`src/source/router_pkg.sv`:
```
/* shared widths, vector types and port encodings for the metadata router
   pipeline, imported by every stage and by the top level */

package router_pkg;

    ////////////////////////////////////////
    // field widths

    localparam int ING_PORT_ID_WIDTH   = 8;    // upper field of the metadata word
    localparam int EGR_SPEC_ID_WIDTH   = 8;    // lower field, tag in and egress out
    localparam int USER_METADATA_WIDTH = ING_PORT_ID_WIDTH + EGR_SPEC_ID_WIDTH;

    localparam int NUM_RULES = 8;              // match-action table depth

    ////////////////////////////////////////
    // vector types

    typedef logic [ING_PORT_ID_WIDTH-1:0]   port_id_t;       // rtl index or p4 id
    typedef logic [EGR_SPEC_ID_WIDTH-1:0]   flow_tag_t;      // flow tag from input word
    typedef logic [USER_METADATA_WIDTH-1:0] user_metadata_t; // {ingress, egress/tag}
    typedef logic [$clog2(NUM_RULES)-1:0]   rule_idx_t;      // rule table slot

    ////////////////////////////////////////
    // rtl port indices

    // one index space shared by ingress and egress
    typedef enum logic [ING_PORT_ID_WIDTH-1:0] {
        CPU_RTL_ID,     // 0, host port
        OISL0_RTL_ID,   // optical inter-satellite links
        OISL1_RTL_ID,
        ECP0_RTL_ID,    // ecp pair
        ECP1_RTL_ID,
        HDR0_RTL_ID,    // high data rate links
        HDR1_RTL_ID,
        ECG0_RTL_ID,    // ecg group
        ECG1_RTL_ID,
        ECG2_RTL_ID,
        ECG3_RTL_ID     // 10, last valid index
    } rtl_port_e;

    ////////////////////////////////////////
    // p4 port ids

    // ids as seen by the p4 program, grouped by tens per port family
    localparam port_id_t CPU_P4_ID   = 8'd0;
    localparam port_id_t OISL0_P4_ID = 8'd20;
    localparam port_id_t OISL1_P4_ID = 8'd21;
    localparam port_id_t ECP0_P4_ID  = 8'd40;
    localparam port_id_t ECP1_P4_ID  = 8'd41;
    localparam port_id_t HDR0_P4_ID  = 8'd60;
    localparam port_id_t HDR1_P4_ID  = 8'd61;
    localparam port_id_t ECG0_P4_ID  = 8'd80;
    localparam port_id_t ECG1_P4_ID  = 8'd81;
    localparam port_id_t ECG2_P4_ID  = 8'd82;
    localparam port_id_t ECG3_P4_ID  = 8'd83;

    // returned by either map when an id has no counterpart
    localparam port_id_t UNKNOWN_PORT_ID = 8'hFF;

endpackage

```
`src/source/egress_port_encode.sv`:
```
/* result stage, converts the chosen p4 egress id back to an rtl egress index
   and registers the outgoing metadata word with its valid strobe */
`timescale 1ns/1ps
`default_nettype none

module egress_port_encode (
    input  logic                       clk,
    input  logic                       rst_n,
    input  logic                       act_valid,
    input  router_pkg::port_id_t       act_ingress_id,           // p4 ingress id
    input  router_pkg::port_id_t       act_egress_id,            // p4 egress id
    output router_pkg::user_metadata_t user_metadata_out,        // {p4 ingress, rtl egress}
    output logic                       user_metadata_out_valid
);

    import router_pkg::*;

    ////////////////////////////////////////
    // p4 id to rtl index

    function automatic port_id_t egress_map(input port_id_t p4_id);
        case (p4_id)
            CPU_P4_ID   : return CPU_RTL_ID;
            OISL0_P4_ID : return OISL0_RTL_ID;
            OISL1_P4_ID : return OISL1_RTL_ID;
            ECP0_P4_ID  : return ECP0_RTL_ID;
            ECP1_P4_ID  : return ECP1_RTL_ID;
            HDR0_P4_ID  : return HDR0_RTL_ID;
            HDR1_P4_ID  : return HDR1_RTL_ID;
            ECG0_P4_ID  : return ECG0_RTL_ID;
            ECG1_P4_ID  : return ECG1_RTL_ID;
            ECG2_P4_ID  : return ECG2_RTL_ID;
            ECG3_P4_ID  : return ECG3_RTL_ID;
            default     : return UNKNOWN_PORT_ID;   // unlisted id is still forwarded
        endcase
    endfunction

    port_id_t       rtl_egress_idx;   // mapped egress index
    user_metadata_t out_word;         // assembled output word

    assign rtl_egress_idx = egress_map(act_egress_id);

    // same field layout as the input word
    assign out_word[EGR_SPEC_ID_WIDTH +: ING_PORT_ID_WIDTH] = act_ingress_id;
    assign out_word[0 +: EGR_SPEC_ID_WIDTH]                 = rtl_egress_idx;

    ////////////////////////////////////////
    // stage register

    always_ff @(posedge clk or negedge rst_n) begin
        if (!rst_n) begin
            user_metadata_out_valid <= 1'b0;
        end else begin
            user_metadata_out_valid <= act_valid;   // one cycle per descriptor
        end
    end

    always_ff @(posedge clk) begin
        if (act_valid) begin
            user_metadata_out <= out_word;   // held between descriptors
        end
    end

endmodule

`default_nettype wire

```
`src/source/match_action_table.sv`:
```
/* execute stage, looks up (p4 ingress id, flow tag) in a small programmable
   rule table and picks the p4 egress id, falling back to the cpu on a miss */
`timescale 1ns/1ps
`default_nettype none

module match_action_table (
    input  logic                  clk,
    input  logic                  rst_n,
    // descriptor from decode
    input  logic                  dec_valid,
    input  router_pkg::port_id_t  dec_ingress_id,
    input  router_pkg::flow_tag_t dec_flow_tag,
    // rule write port
    input  logic                  rule_wr_en,           // single cycle strobe
    input  router_pkg::rule_idx_t rule_wr_idx,
    input  logic                  rule_wr_enable_bit,   // 0 disables the slot
    input  router_pkg::port_id_t  rule_wr_ingress_id,
    input  router_pkg::flow_tag_t rule_wr_flow_tag,
    input  router_pkg::port_id_t  rule_wr_egress_id,
    // result to encode stage
    output logic                  act_valid,
    output router_pkg::port_id_t  act_ingress_id,       // carried through for the output word
    output router_pkg::port_id_t  act_egress_id,        // p4 egress id
    output logic                  table_miss            // pulses with act_valid on a miss
);

    import router_pkg::*;

    ////////////////////////////////////////
    // rule storage

    logic      rule_en  [NUM_RULES];   // per slot enable, cleared by reset
    port_id_t  rule_ing [NUM_RULES];   // ingress id key
    flow_tag_t rule_tag [NUM_RULES];   // flow tag key
    port_id_t  rule_egr [NUM_RULES];   // egress id action

    // only the enable bits are control state
    always_ff @(posedge clk or negedge rst_n) begin
        if (!rst_n) begin
            for (int i = 0; i < NUM_RULES; i++) begin
                rule_en[i] <= 1'b0;
            end
        end else if (rule_wr_en) begin
            rule_en[rule_wr_idx] <= rule_wr_enable_bit;
        end
    end

    always_ff @(posedge clk) begin
        if (rule_wr_en) begin
            rule_ing[rule_wr_idx] <= rule_wr_ingress_id;
            rule_tag[rule_wr_idx] <= rule_wr_flow_tag;
            rule_egr[rule_wr_idx] <= rule_wr_egress_id;
        end
    end

    ////////////////////////////////////////
    // parallel match

    logic [NUM_RULES-1:0] match_vec;          // one bit per enabled matching slot
    logic                 lookup_hit;
    rule_idx_t            hit_idx;            // lowest matching slot
    port_id_t             lookup_egress_id;

    // all slots compared at once against the registered key
    always_comb begin
        for (int i = 0; i < NUM_RULES; i++) begin
            match_vec[i] = rule_en[i]
                         & (rule_ing[i] == dec_ingress_id)
                         & (rule_tag[i] == dec_flow_tag);
        end
    end

    assign lookup_hit = |match_vec;

    // scan from the top so the lowest index is assigned last and wins
    always_comb begin
        hit_idx = '0;
        for (int i = NUM_RULES - 1; i >= 0; i--) begin
            if (match_vec[i]) begin
                hit_idx = rule_idx_t'(i);
            end
        end
    end

    // default action sends the packet to the cpu
    assign lookup_egress_id = lookup_hit ? rule_egr[hit_idx] : CPU_P4_ID;

    ////////////////////////////////////////
    // stage register

    always_ff @(posedge clk or negedge rst_n) begin
        if (!rst_n) begin
            act_valid  <= 1'b0;
            table_miss <= 1'b0;
        end else begin
            act_valid  <= dec_valid;
            table_miss <= dec_valid & ~lookup_hit;   // no enabled rule matched
        end
    end

    always_ff @(posedge clk) begin
        if (dec_valid) begin
            act_ingress_id <= dec_ingress_id;     // unchanged
            act_egress_id  <= lookup_egress_id;
        end
    end

endmodule

`default_nettype wire

```
`src/source/p4_router_top.sv`:
```
/* top level of the metadata router, chains decode, match-action and encode
   stages and exposes the descriptor ports and the rule write strobe */
`timescale 1ns/1ps
`default_nettype none

module p4_router_top (
    input  logic                       clk,
    input  logic                       rst_n,
    // descriptor in
    input  router_pkg::user_metadata_t user_metadata_in,
    input  logic                       user_metadata_in_valid,
    // rule write port
    input  logic                       rule_wr_en,
    input  router_pkg::rule_idx_t      rule_wr_idx,
    input  logic                       rule_wr_enable_bit,
    input  router_pkg::port_id_t       rule_wr_ingress_id,
    input  router_pkg::flow_tag_t      rule_wr_flow_tag,
    input  router_pkg::port_id_t       rule_wr_egress_id,
    // descriptor out, three cycles after input
    output router_pkg::user_metadata_t user_metadata_out,
    output logic                       user_metadata_out_valid,
    // events
    output logic                       ingress_drop,   // unknown rtl ingress
    output logic                       table_miss      // forwarded to cpu by default
);

    import router_pkg::*;

    ////////////////////////////////////////
    // stage links

    logic      dec_valid;        // decode to execute
    port_id_t  dec_ingress_id;
    flow_tag_t dec_flow_tag;

    logic      act_valid;        // execute to result
    port_id_t  act_ingress_id;
    port_id_t  act_egress_id;

    port_id_decode decode_i (
        .clk                    ( clk                    ),
        .rst_n                  ( rst_n                  ),
        .user_metadata_in       ( user_metadata_in       ),
        .user_metadata_in_valid ( user_metadata_in_valid ),
        .dec_valid              ( dec_valid              ),
        .dec_ingress_id         ( dec_ingress_id         ),
        .dec_flow_tag           ( dec_flow_tag           ),
        .ingress_drop           ( ingress_drop           )
    );

    match_action_table execute_i (
        .clk                ( clk                ),
        .rst_n              ( rst_n              ),
        .dec_valid          ( dec_valid          ),
        .dec_ingress_id     ( dec_ingress_id     ),
        .dec_flow_tag       ( dec_flow_tag       ),
        .rule_wr_en         ( rule_wr_en         ),
        .rule_wr_idx        ( rule_wr_idx        ),
        .rule_wr_enable_bit ( rule_wr_enable_bit ),
        .rule_wr_ingress_id ( rule_wr_ingress_id ),
        .rule_wr_flow_tag   ( rule_wr_flow_tag   ),
        .rule_wr_egress_id  ( rule_wr_egress_id  ),
        .act_valid          ( act_valid          ),
        .act_ingress_id     ( act_ingress_id     ),
        .act_egress_id      ( act_egress_id      ),
        .table_miss         ( table_miss         )
    );

    egress_port_encode result_i (
        .clk                     ( clk                     ),
        .rst_n                   ( rst_n                   ),
        .act_valid               ( act_valid               ),
        .act_ingress_id          ( act_ingress_id          ),
        .act_egress_id           ( act_egress_id           ),
        .user_metadata_out       ( user_metadata_out       ),
        .user_metadata_out_valid ( user_metadata_out_valid )
    );

endmodule

`default_nettype wire

```
`src/source/port_id_decode.sv`:
```
/* decode stage, maps the rtl ingress index of each descriptor to its p4 id
   and drops descriptors whose ingress index is not a known port */
`timescale 1ns/1ps
`default_nettype none

module port_id_decode (
    input  logic                       clk,
    input  logic                       rst_n,
    input  router_pkg::user_metadata_t user_metadata_in,        // {rtl ingress, flow tag}
    input  logic                       user_metadata_in_valid,
    output logic                       dec_valid,               // known ingress only
    output router_pkg::port_id_t       dec_ingress_id,          // p4 ingress id
    output router_pkg::flow_tag_t      dec_flow_tag,
    output logic                       ingress_drop             // one pulse per dropped input
);

    import router_pkg::*;

    ////////////////////////////////////////
    // rtl index to p4 id

    function automatic port_id_t ingress_map(input port_id_t rtl_idx);
        case (rtl_idx)
            CPU_RTL_ID   : return CPU_P4_ID;
            OISL0_RTL_ID : return OISL0_P4_ID;
            OISL1_RTL_ID : return OISL1_P4_ID;
            ECP0_RTL_ID  : return ECP0_P4_ID;
            ECP1_RTL_ID  : return ECP1_P4_ID;
            HDR0_RTL_ID  : return HDR0_P4_ID;
            HDR1_RTL_ID  : return HDR1_P4_ID;
            ECG0_RTL_ID  : return ECG0_P4_ID;
            ECG1_RTL_ID  : return ECG1_P4_ID;
            ECG2_RTL_ID  : return ECG2_P4_ID;
            ECG3_RTL_ID  : return ECG3_P4_ID;
            default      : return UNKNOWN_PORT_ID;   // index 11 and up
        endcase
    endfunction

    port_id_t  in_rtl_ingress;   // upper field of input word
    flow_tag_t in_flow_tag;      // lower field of input word
    port_id_t  in_p4_ingress;    // mapped id, may be unknown
    logic      in_known;         // mapping found

    assign in_rtl_ingress = user_metadata_in[EGR_SPEC_ID_WIDTH +: ING_PORT_ID_WIDTH];
    assign in_flow_tag    = user_metadata_in[0 +: EGR_SPEC_ID_WIDTH];
    assign in_p4_ingress  = ingress_map(in_rtl_ingress);
    assign in_known       = (in_p4_ingress != UNKNOWN_PORT_ID);

    ////////////////////////////////////////
    // stage register

    // valid and drop are mutually exclusive for any accepted input
    always_ff @(posedge clk or negedge rst_n) begin
        if (!rst_n) begin
            dec_valid    <= 1'b0;
            ingress_drop <= 1'b0;
        end else begin
            dec_valid    <= user_metadata_in_valid & in_known;
            ingress_drop <= user_metadata_in_valid & ~in_known;   // lasts one cycle
        end
    end

    always_ff @(posedge clk) begin
        if (user_metadata_in_valid) begin   // hold payload when idle
            dec_ingress_id <= in_p4_ingress;
            dec_flow_tag   <= in_flow_tag;  // tag passes unchanged
        end
    end

endmodule

`default_nettype wire

```
`config.mk`:
```
export PLATFORM = sky130hd
export DESIGN_NAME = p4_router_top
export DESIGN_NICKNAME = d
export VERILOG_FILES = /design/src/source/router_pkg.sv /design/src/source/egress_port_encode.sv /design/src/source/match_action_table.sv /design/src/source/p4_router_top.sv /design/src/source/port_id_decode.sv
export SDC_FILE = /design/constraint.sdc
export NUM_CORES = 1
export LEC_CHECK = 0
export BUFFER_PORTS_ARGS = -buffer_cell sky130_fd_sc_hd__buf_2
export CAP_MARGIN = 20
export CORE_MARGIN = 4
export CORE_UTILIZATION = 65
export DETAILED_ROUTE_END_ITERATION = 6
export GPL_ROUTABILITY_DRIVEN = 0
export GPL_TIMING_DRIVEN = 0
export HOLD_SLACK_MARGIN = 0.15
export PLACE_DENSITY = 0.85
export SYNTH_ARGS = -nofsm -noshare
export SYNTH_HDL_FRONTEND = slang
export SYNTH_SLANG_ARGS = --single-unit
```
`constraint.sdc`:
```
create_clock -name clk -period 8.1 [get_ports clk]
set_input_delay 1.62 -clock clk [delete_from_list [all_inputs] [get_ports clk]]
set_output_delay 1.62 -clock clk [all_outputs]
set_load 0.02 [all_outputs]
```
Yosys cells after proc, flatten, opt, wreduce, memory -nomap -nowiden --
Memories as Yosys holds them, arrays and structs flattened. A register that Yosys moved wholly into a read port is not among the register bits. Cells that the tools add are included.
Cells by class: order comparisons 2, multiplexer cells 15, bitwise gates (word level) 22, equality and inequality tests 27, reductions and logical operators 5
Operators by type and width (number):
- == test 8 bit | 16
- one-hot mux 8 bit (11 select lines) | 1
- == test 8 x 6 -> 1 bit (second input constant) | 4
- == test 8 x 7 -> 1 bit (second input constant) | 4
- two-way mux 3 bit | 8
- bitwise AND 1 bit | 19
- == test 8 x 5 -> 1 bit (second input constant) | 2
- bitwise mux 8 bit | 1
- logical NOT 8 bit | 1
- two-way mux 8 bit | 1
- inequality test 8 bit (second input constant) | 1
- OR reduction 8 bit | 1
- >= comparator 4 bit (second input constant) | 1
- logical NOT 4 bit | 1
- less-than comparator 4 x 1 -> 1 bit (second input constant) | 1
- inverter 3 -> 4 bit | 1
- demux 1 bit (select 3 bit) | 1
- two-way mux 1 bit | 3
- inverter 1 bit | 2
- logical AND 1 bit | 1
- logical NOT 1 bit | 1
Word-level totals: memories 4, memory bits (read-only) 128, flip-flop bits (word level) 53, word-level logic and storage cells 92, bits in writable memories 192, input bits 48
Memory list:
- (name not given) | depth 16, width 8, read ports 1, clocked after Yosys merged registers in 0, wr ports 0, line port_id_decode.sv:23 | case (rtl_idx)
- execute_i.rule_egr | depth 8, width 8, read ports 1, clocked after Yosys merged registers in 1, wr ports 1, line match_action_table.sv:35 | port_id_t rule_egr [NUM_RULES];
- execute_i.rule_ing | depth 8, width 8, read ports 8, clocked after Yosys merged registers in 0, wr ports 1, line match_action_table.sv:33 | port_id_t rule_ing [NUM_RULES];
- execute_i.rule_tag | depth 8, width 8, read ports 8, clocked after Yosys merged registers in 0, wr ports 1, line match_action_table.sv:34 | flow_tag_t rule_tag [NUM_RULES];

Longest topological paths before layout --
An unclocked memory read counts as a cell.
depth after elaboration 12, gate-level depth with buffers 12, depth with buffers taken out 8

Cells and area by module --
A second synthesis with hierarchy kept.
Unflattened totals: cell total of the unflattened synthesis 644, area total of the unflattened synthesis 10403.7 sq um
Modules (own cells, without submodules):
- match_action_table | area an instance 8959.8 sq um, cells each 540, instances 1
- port_id_decode | area an instance 738.2 sq um, cells each 52, instances 1
- egress_port_encode | area an instance 705.7 sq um, cells each 52, instances 1

Worst setup path before layout --
Ideal clock, no wire load.
path type input to register, start input rule_wr_idx[0], end register execute_i.rule_en[7] (netlist name), data arrival time 3.987 ns, path slack 3.988 ns, path buffers 0, stages 3, data required time 7.975 ns, setup time 0.125 ns, cell sequence nand2b_1 > nor3_1 > mux2_2
Between the ends: word-level cells in the longest chain between the ends 6, elaborated cells on any way between the ends 7, classes of those cells 2 x order compare; 3 x mux; 1 x bitwise; 1 x reduce/logical
Ends and longest elaborated chain:
- start, declared | line p4_router_top.sv:14 | input router_pkg::rule_idx_t rule_wr_idx,
- inverter 3 -> 4 bit (not written as such) (*) | line match_action_table.sv:44 | rule_en[rule_wr_idx] <= rule_wr_enable_bit;
- >= comparator 4 bit (not written as such) / less-than comparator 4 x 1 -> 1 bit (equally long branches) | line match_action_table.sv:44
- logical AND 1 bit (not written as such) | line match_action_table.sv:44
- two-way mux 1 bit (not written as such) | line match_action_table.sv:44
- demux 1 bit (select 3 bit) (*) | line match_action_table.sv:44
- bitwise mux 8 bit (*) | line match_action_table.sv:44
- end signal, assigned by index | line match_action_table.sv:44
- end, declared | line match_action_table.sv:32 | logic rule_en [NUM_RULES];
Mark *: on every way between the ends. The rest lies on a longest branch, timed or not. A chain may end at the register's enable or synchronous reset.

Worst setup path after layout --
start register decode_i.dec_ingress_id[4], end register execute_i.act_egress_id[4] (read register of execute_i.rule_egr), data pin
Between the ends: word-level cells in the longest chain between the ends 11, elaborated cells on any way between the ends 34, classes of those cells 8 x eq/ne; 8 x mux; 16 x bitwise; 2 x reduce/logical
Ends and longest elaborated chain:
- start, declared | line port_id_decode.sv:12 | output router_pkg::port_id_t dec_ingress_id,
- start signal, assigned | line port_id_decode.sv:65 | dec_ingress_id <= in_p4_ingress;
- == test 8 bit | line match_action_table.sv:68 | & (rule_ing[i] == dec_ingress_id)
- bitwise AND 1 bit | line match_action_table.sv:68
- bitwise AND 1 bit | line match_action_table.sv:69 | & (rule_tag[i] == dec_flow_tag);
- two-way mux 3 bit (8 in series) | line match_action_table.sv:79 | if (match_vec[i]) begin
- end, declared | line match_action_table.sv:23 | output router_pkg::port_id_t act_egress_id,
Parallel ways exist; a longest one is shown, timed or not.

==> flow_metrics.tcl <==
set metrics [dict create \
    slew_headroom_pct 34.6 \
    die-width_um 134 \
    routedWlPerCell_um 22.9 \
    rsz0062_at_grt "no" \
    vias_per_cell 6.19 \
    worstPathMaxFanout 10 \
    hold_slack_ns 0.420 \
    grt_remaining_overflow 0 \
    crit_type "register to register" \
    syn_avg_cell_area_um2 15.9 \
    track_usage_pct 25.0 \
    start_util_pct 67.2 \
    final_hold_viol_count 0 \
    yosysWarnings 0 \
    numCtsBuffers 24 \
    min_period_over_period_pct 47.8 \
    worst_setup_path_start_kind "register" \
    drive_above_1_share_pct 22.9 \
    die_area_um2 18000 \
    dr.pass1.iters 7 \
    drtIter0Drc 651 \
    nNetsFinal 802 \
    die_y_um 134 \
    r2r_setup_slack_ns 4.22 \
    postSynthCellCount 648 \
    synth_cell_types 61 \
    clock_path_buffers 3 \
    detailed_place_hpwl_um 14600 \
    syn-num-nets 701 \
    finalCriticalPeriod_ns 3.88 \
    final_area_um2 11900 \
    ir_drop_mv 0.196 \
    placementRows 45 \
    wl_um 22400 \
    grt_pass1_wl_um 34400 \
    vias 6056 \
    fmax_ghz 0.258 \
    postRouteAntennaNets 0 \
    ys_seq_area_share_pct 71.1 \
    clock_latency_ns 0.52 \
    drc 0 \
    io_pins 67 \
    tritoncts "done" \
    utilization_pct 77.4 \
    finalSetupViolCount 0 \
    dpl_cell_area_um2 11100 \
    cts_setup_buffers 0 \
    hp-class "register to register" \
    leakagePower_nw 4.03 \
    synthesis.area_um2 10300 \
    maxCapViolations 0 \
    area_growth_pct 15.2 \
    tightest_slew_ns 0.972 \
    portBuffers 65 \
    grt_pass1_vias 6051 \
    drv_slew 0 \
    antenna_cells 0 \
    antenna_found_initial 1 \
    finalPower_mw 2.77 \
    end_kind "register" \
    clk_pin_slew_worst_paths_ns 0.06 \
    synth_edf_count 234 \
    synth_flop_cell "edfxtp_1" \
    cts.sinks 247 \
    clock_skew_ns 0.0173 \
    status "finished clean" \
    core_area_um2 15400 \
    dp_slack_ns 4.36 \
    arrival_ns 4.11 \
    post_cts_resized 0 \
    grt_max_degree 26 \
    required_ns 8.33 \
    placedCellCount 934 \
    setup_ws_ns 4.22 \
    synth-async-reset-ratio_pct 5.26 \
    cts_root_buf "clkbuf_16" \
    htree_levels 1 \
    layoutNonFillerInstCount 978 \
    fin_tns_setup_ns 0 \
    cts_hold_buf 0 \
    p_per_area_nw_per_um2 233 \
    yosys_register_bits 247 \
]
cell usage after synthesis (3+ instances only):
library cell,instances,share of area (%)
and3_1,9,0.54
or4_1,3,0.22
nor3_1,11,0.53
a221oi_1,6,0.51
xor2_1,11,0.93
nor2_1,16,0.58
nor4_1,9,0.54
nand4_1,22,1.3
o31ai_1,8,0.58
nand2b_1,5,0.30
nor3b_1,9,0.65
o21ai_0,33,1.6
dfrtp_1,13,3.1
buf_6,10,1.1
o21a_2,4,0.34
nand3_1,10,0.48
o221ai_2,8,1.2
buf_4,11,0.80
mux2i_1,10,0.97
o21a_1,6,0.44
mux2_2,8,0.87
clkbuf_1,8,0.29
edfxtp_1,234,68
ha_1,5,0.61
nand2_1,25,0.91
inv_1,13,0.47
xnor2_1,100,8.5
kinds of logic (layout without fill, tap and decap cells):
logic type / count (synthesis) / count (layout) / share of synthesized area, %
adders and majority gates: 5 / 5 / 0.605
AOI/OAI and AO/OA: 86 / 86 / 6.57
muxes: 18 / 18 / 1.84
and+or+nand+nor: 133 / 133 / 7.20
DFF: 247 / 247 / 71.1
xor gates and xnor gates: 112 / 112 / 9.57
buffers and inverters: 47 / 166 / 3.06
registers in the layout (all words and copies together), names as in the netlist, 7 cells and up:
name / count
decode_i.dec_flow_tag: 8
decode_i.dec_ingress_id: 7
execute_i.act_egress_id: 8
execute_i.act_ingress_id: 7
execute_i.rule_egr: 64
execute_i.rule_en: 8
execute_i.rule_ing: 64
execute_i.rule_tag: 64
result_i.user_metadata_out: 12
final cells by class:
class	count	area (um2)
repair buffers	75	469
plain buffers	33	259
well taps	211	264
inverters	14	57.6
clock buffers	31	668
multi-input cells	354	2700
flip-flops and latches	247	7350
clock inverters	13	138
fillers	810	3470
placed cells by master, fill, tap and decap left out, drive strengths merged, types with 2 or more instances in the layout:
cell	instances
nand3	10
dfrtp	13
o22ai	2
nor4	9
buf	99
clkbuf	39
nor2	16
a221oi	8
inv	13
a21oi	2
and3	9
xnor2	101
bufinv	3
o221ai	9
a31oi	2
nand4	22
nand2b	5
xor2	11
mux2i	10
edfxtp	234
mux2	8
clkinv	10
o31ai	8
o21ai	35
ha	5
nor3	11
o21a	10
or3	2
nor3b	9
nand2	26
or2	2
or4	5
power by group:
group | internal, mW | switching, mW
sequential | 1.45 | 0.0220
combinational | 0.0697 | 0.0944
clock | 0.676 | 0.459
per-layer routing:
metal / GRT usage [%] / wire [um] / vias to the layer above
met5: 0 / 13 / -
met2: 41.9 / 10900 / 364
met1: 34.4 / 8780 / 2984
li1: - / - / 2652
met3: 5.29 / 2220 / 54
met4: 5.77 / 429 / 2
path summary, 6_finish.rpt:
path | startpoint | to | cells past startpoint
setup / recovery | decode_i.dec_ingress_id[4]$_DFFE_PP_ | execute_i.act_egress_id[4]$_SDFFCE_PN0P_ | 10
hold / removal | execute_i.act_ingress_id[4]$_DFFE_PP_ | result_i.user_metadata_out[12]$_DFFE_PP_ | 0
setup reg to reg | decode_i.dec_ingress_id[4]$_DFFE_PP_ | execute_i.act_egress_id[4]$_SDFFCE_PN0P_ | 10
hold reg to reg | execute_i.act_ingress_id[4]$_DFFE_PP_ | result_i.user_metadata_out[12]$_DFFE_PP_ | 0
max in group asynchronous | rst_n | execute_i.rule_en[1]$_DFFE_PN0P_ | 1
min in group asynchronous | rst_n | execute_i.rule_en[6]$_DFFE_PN0P_ | 1
critical path, stage by stage, from the launching register on:
cell      delay, ns
edfxtp_1       0.38
buf_2          0.23
xnor2_1        0.18
nand4_1        0.22
nor4_1         0.65
o21ai_1        0.25
a31oi_2        0.53
clkbuf_1       0.47
nor3b_1        0.11
o21ai_0        0.34
o221ai_2       0.22
Power figures use the tool's default switching activity.
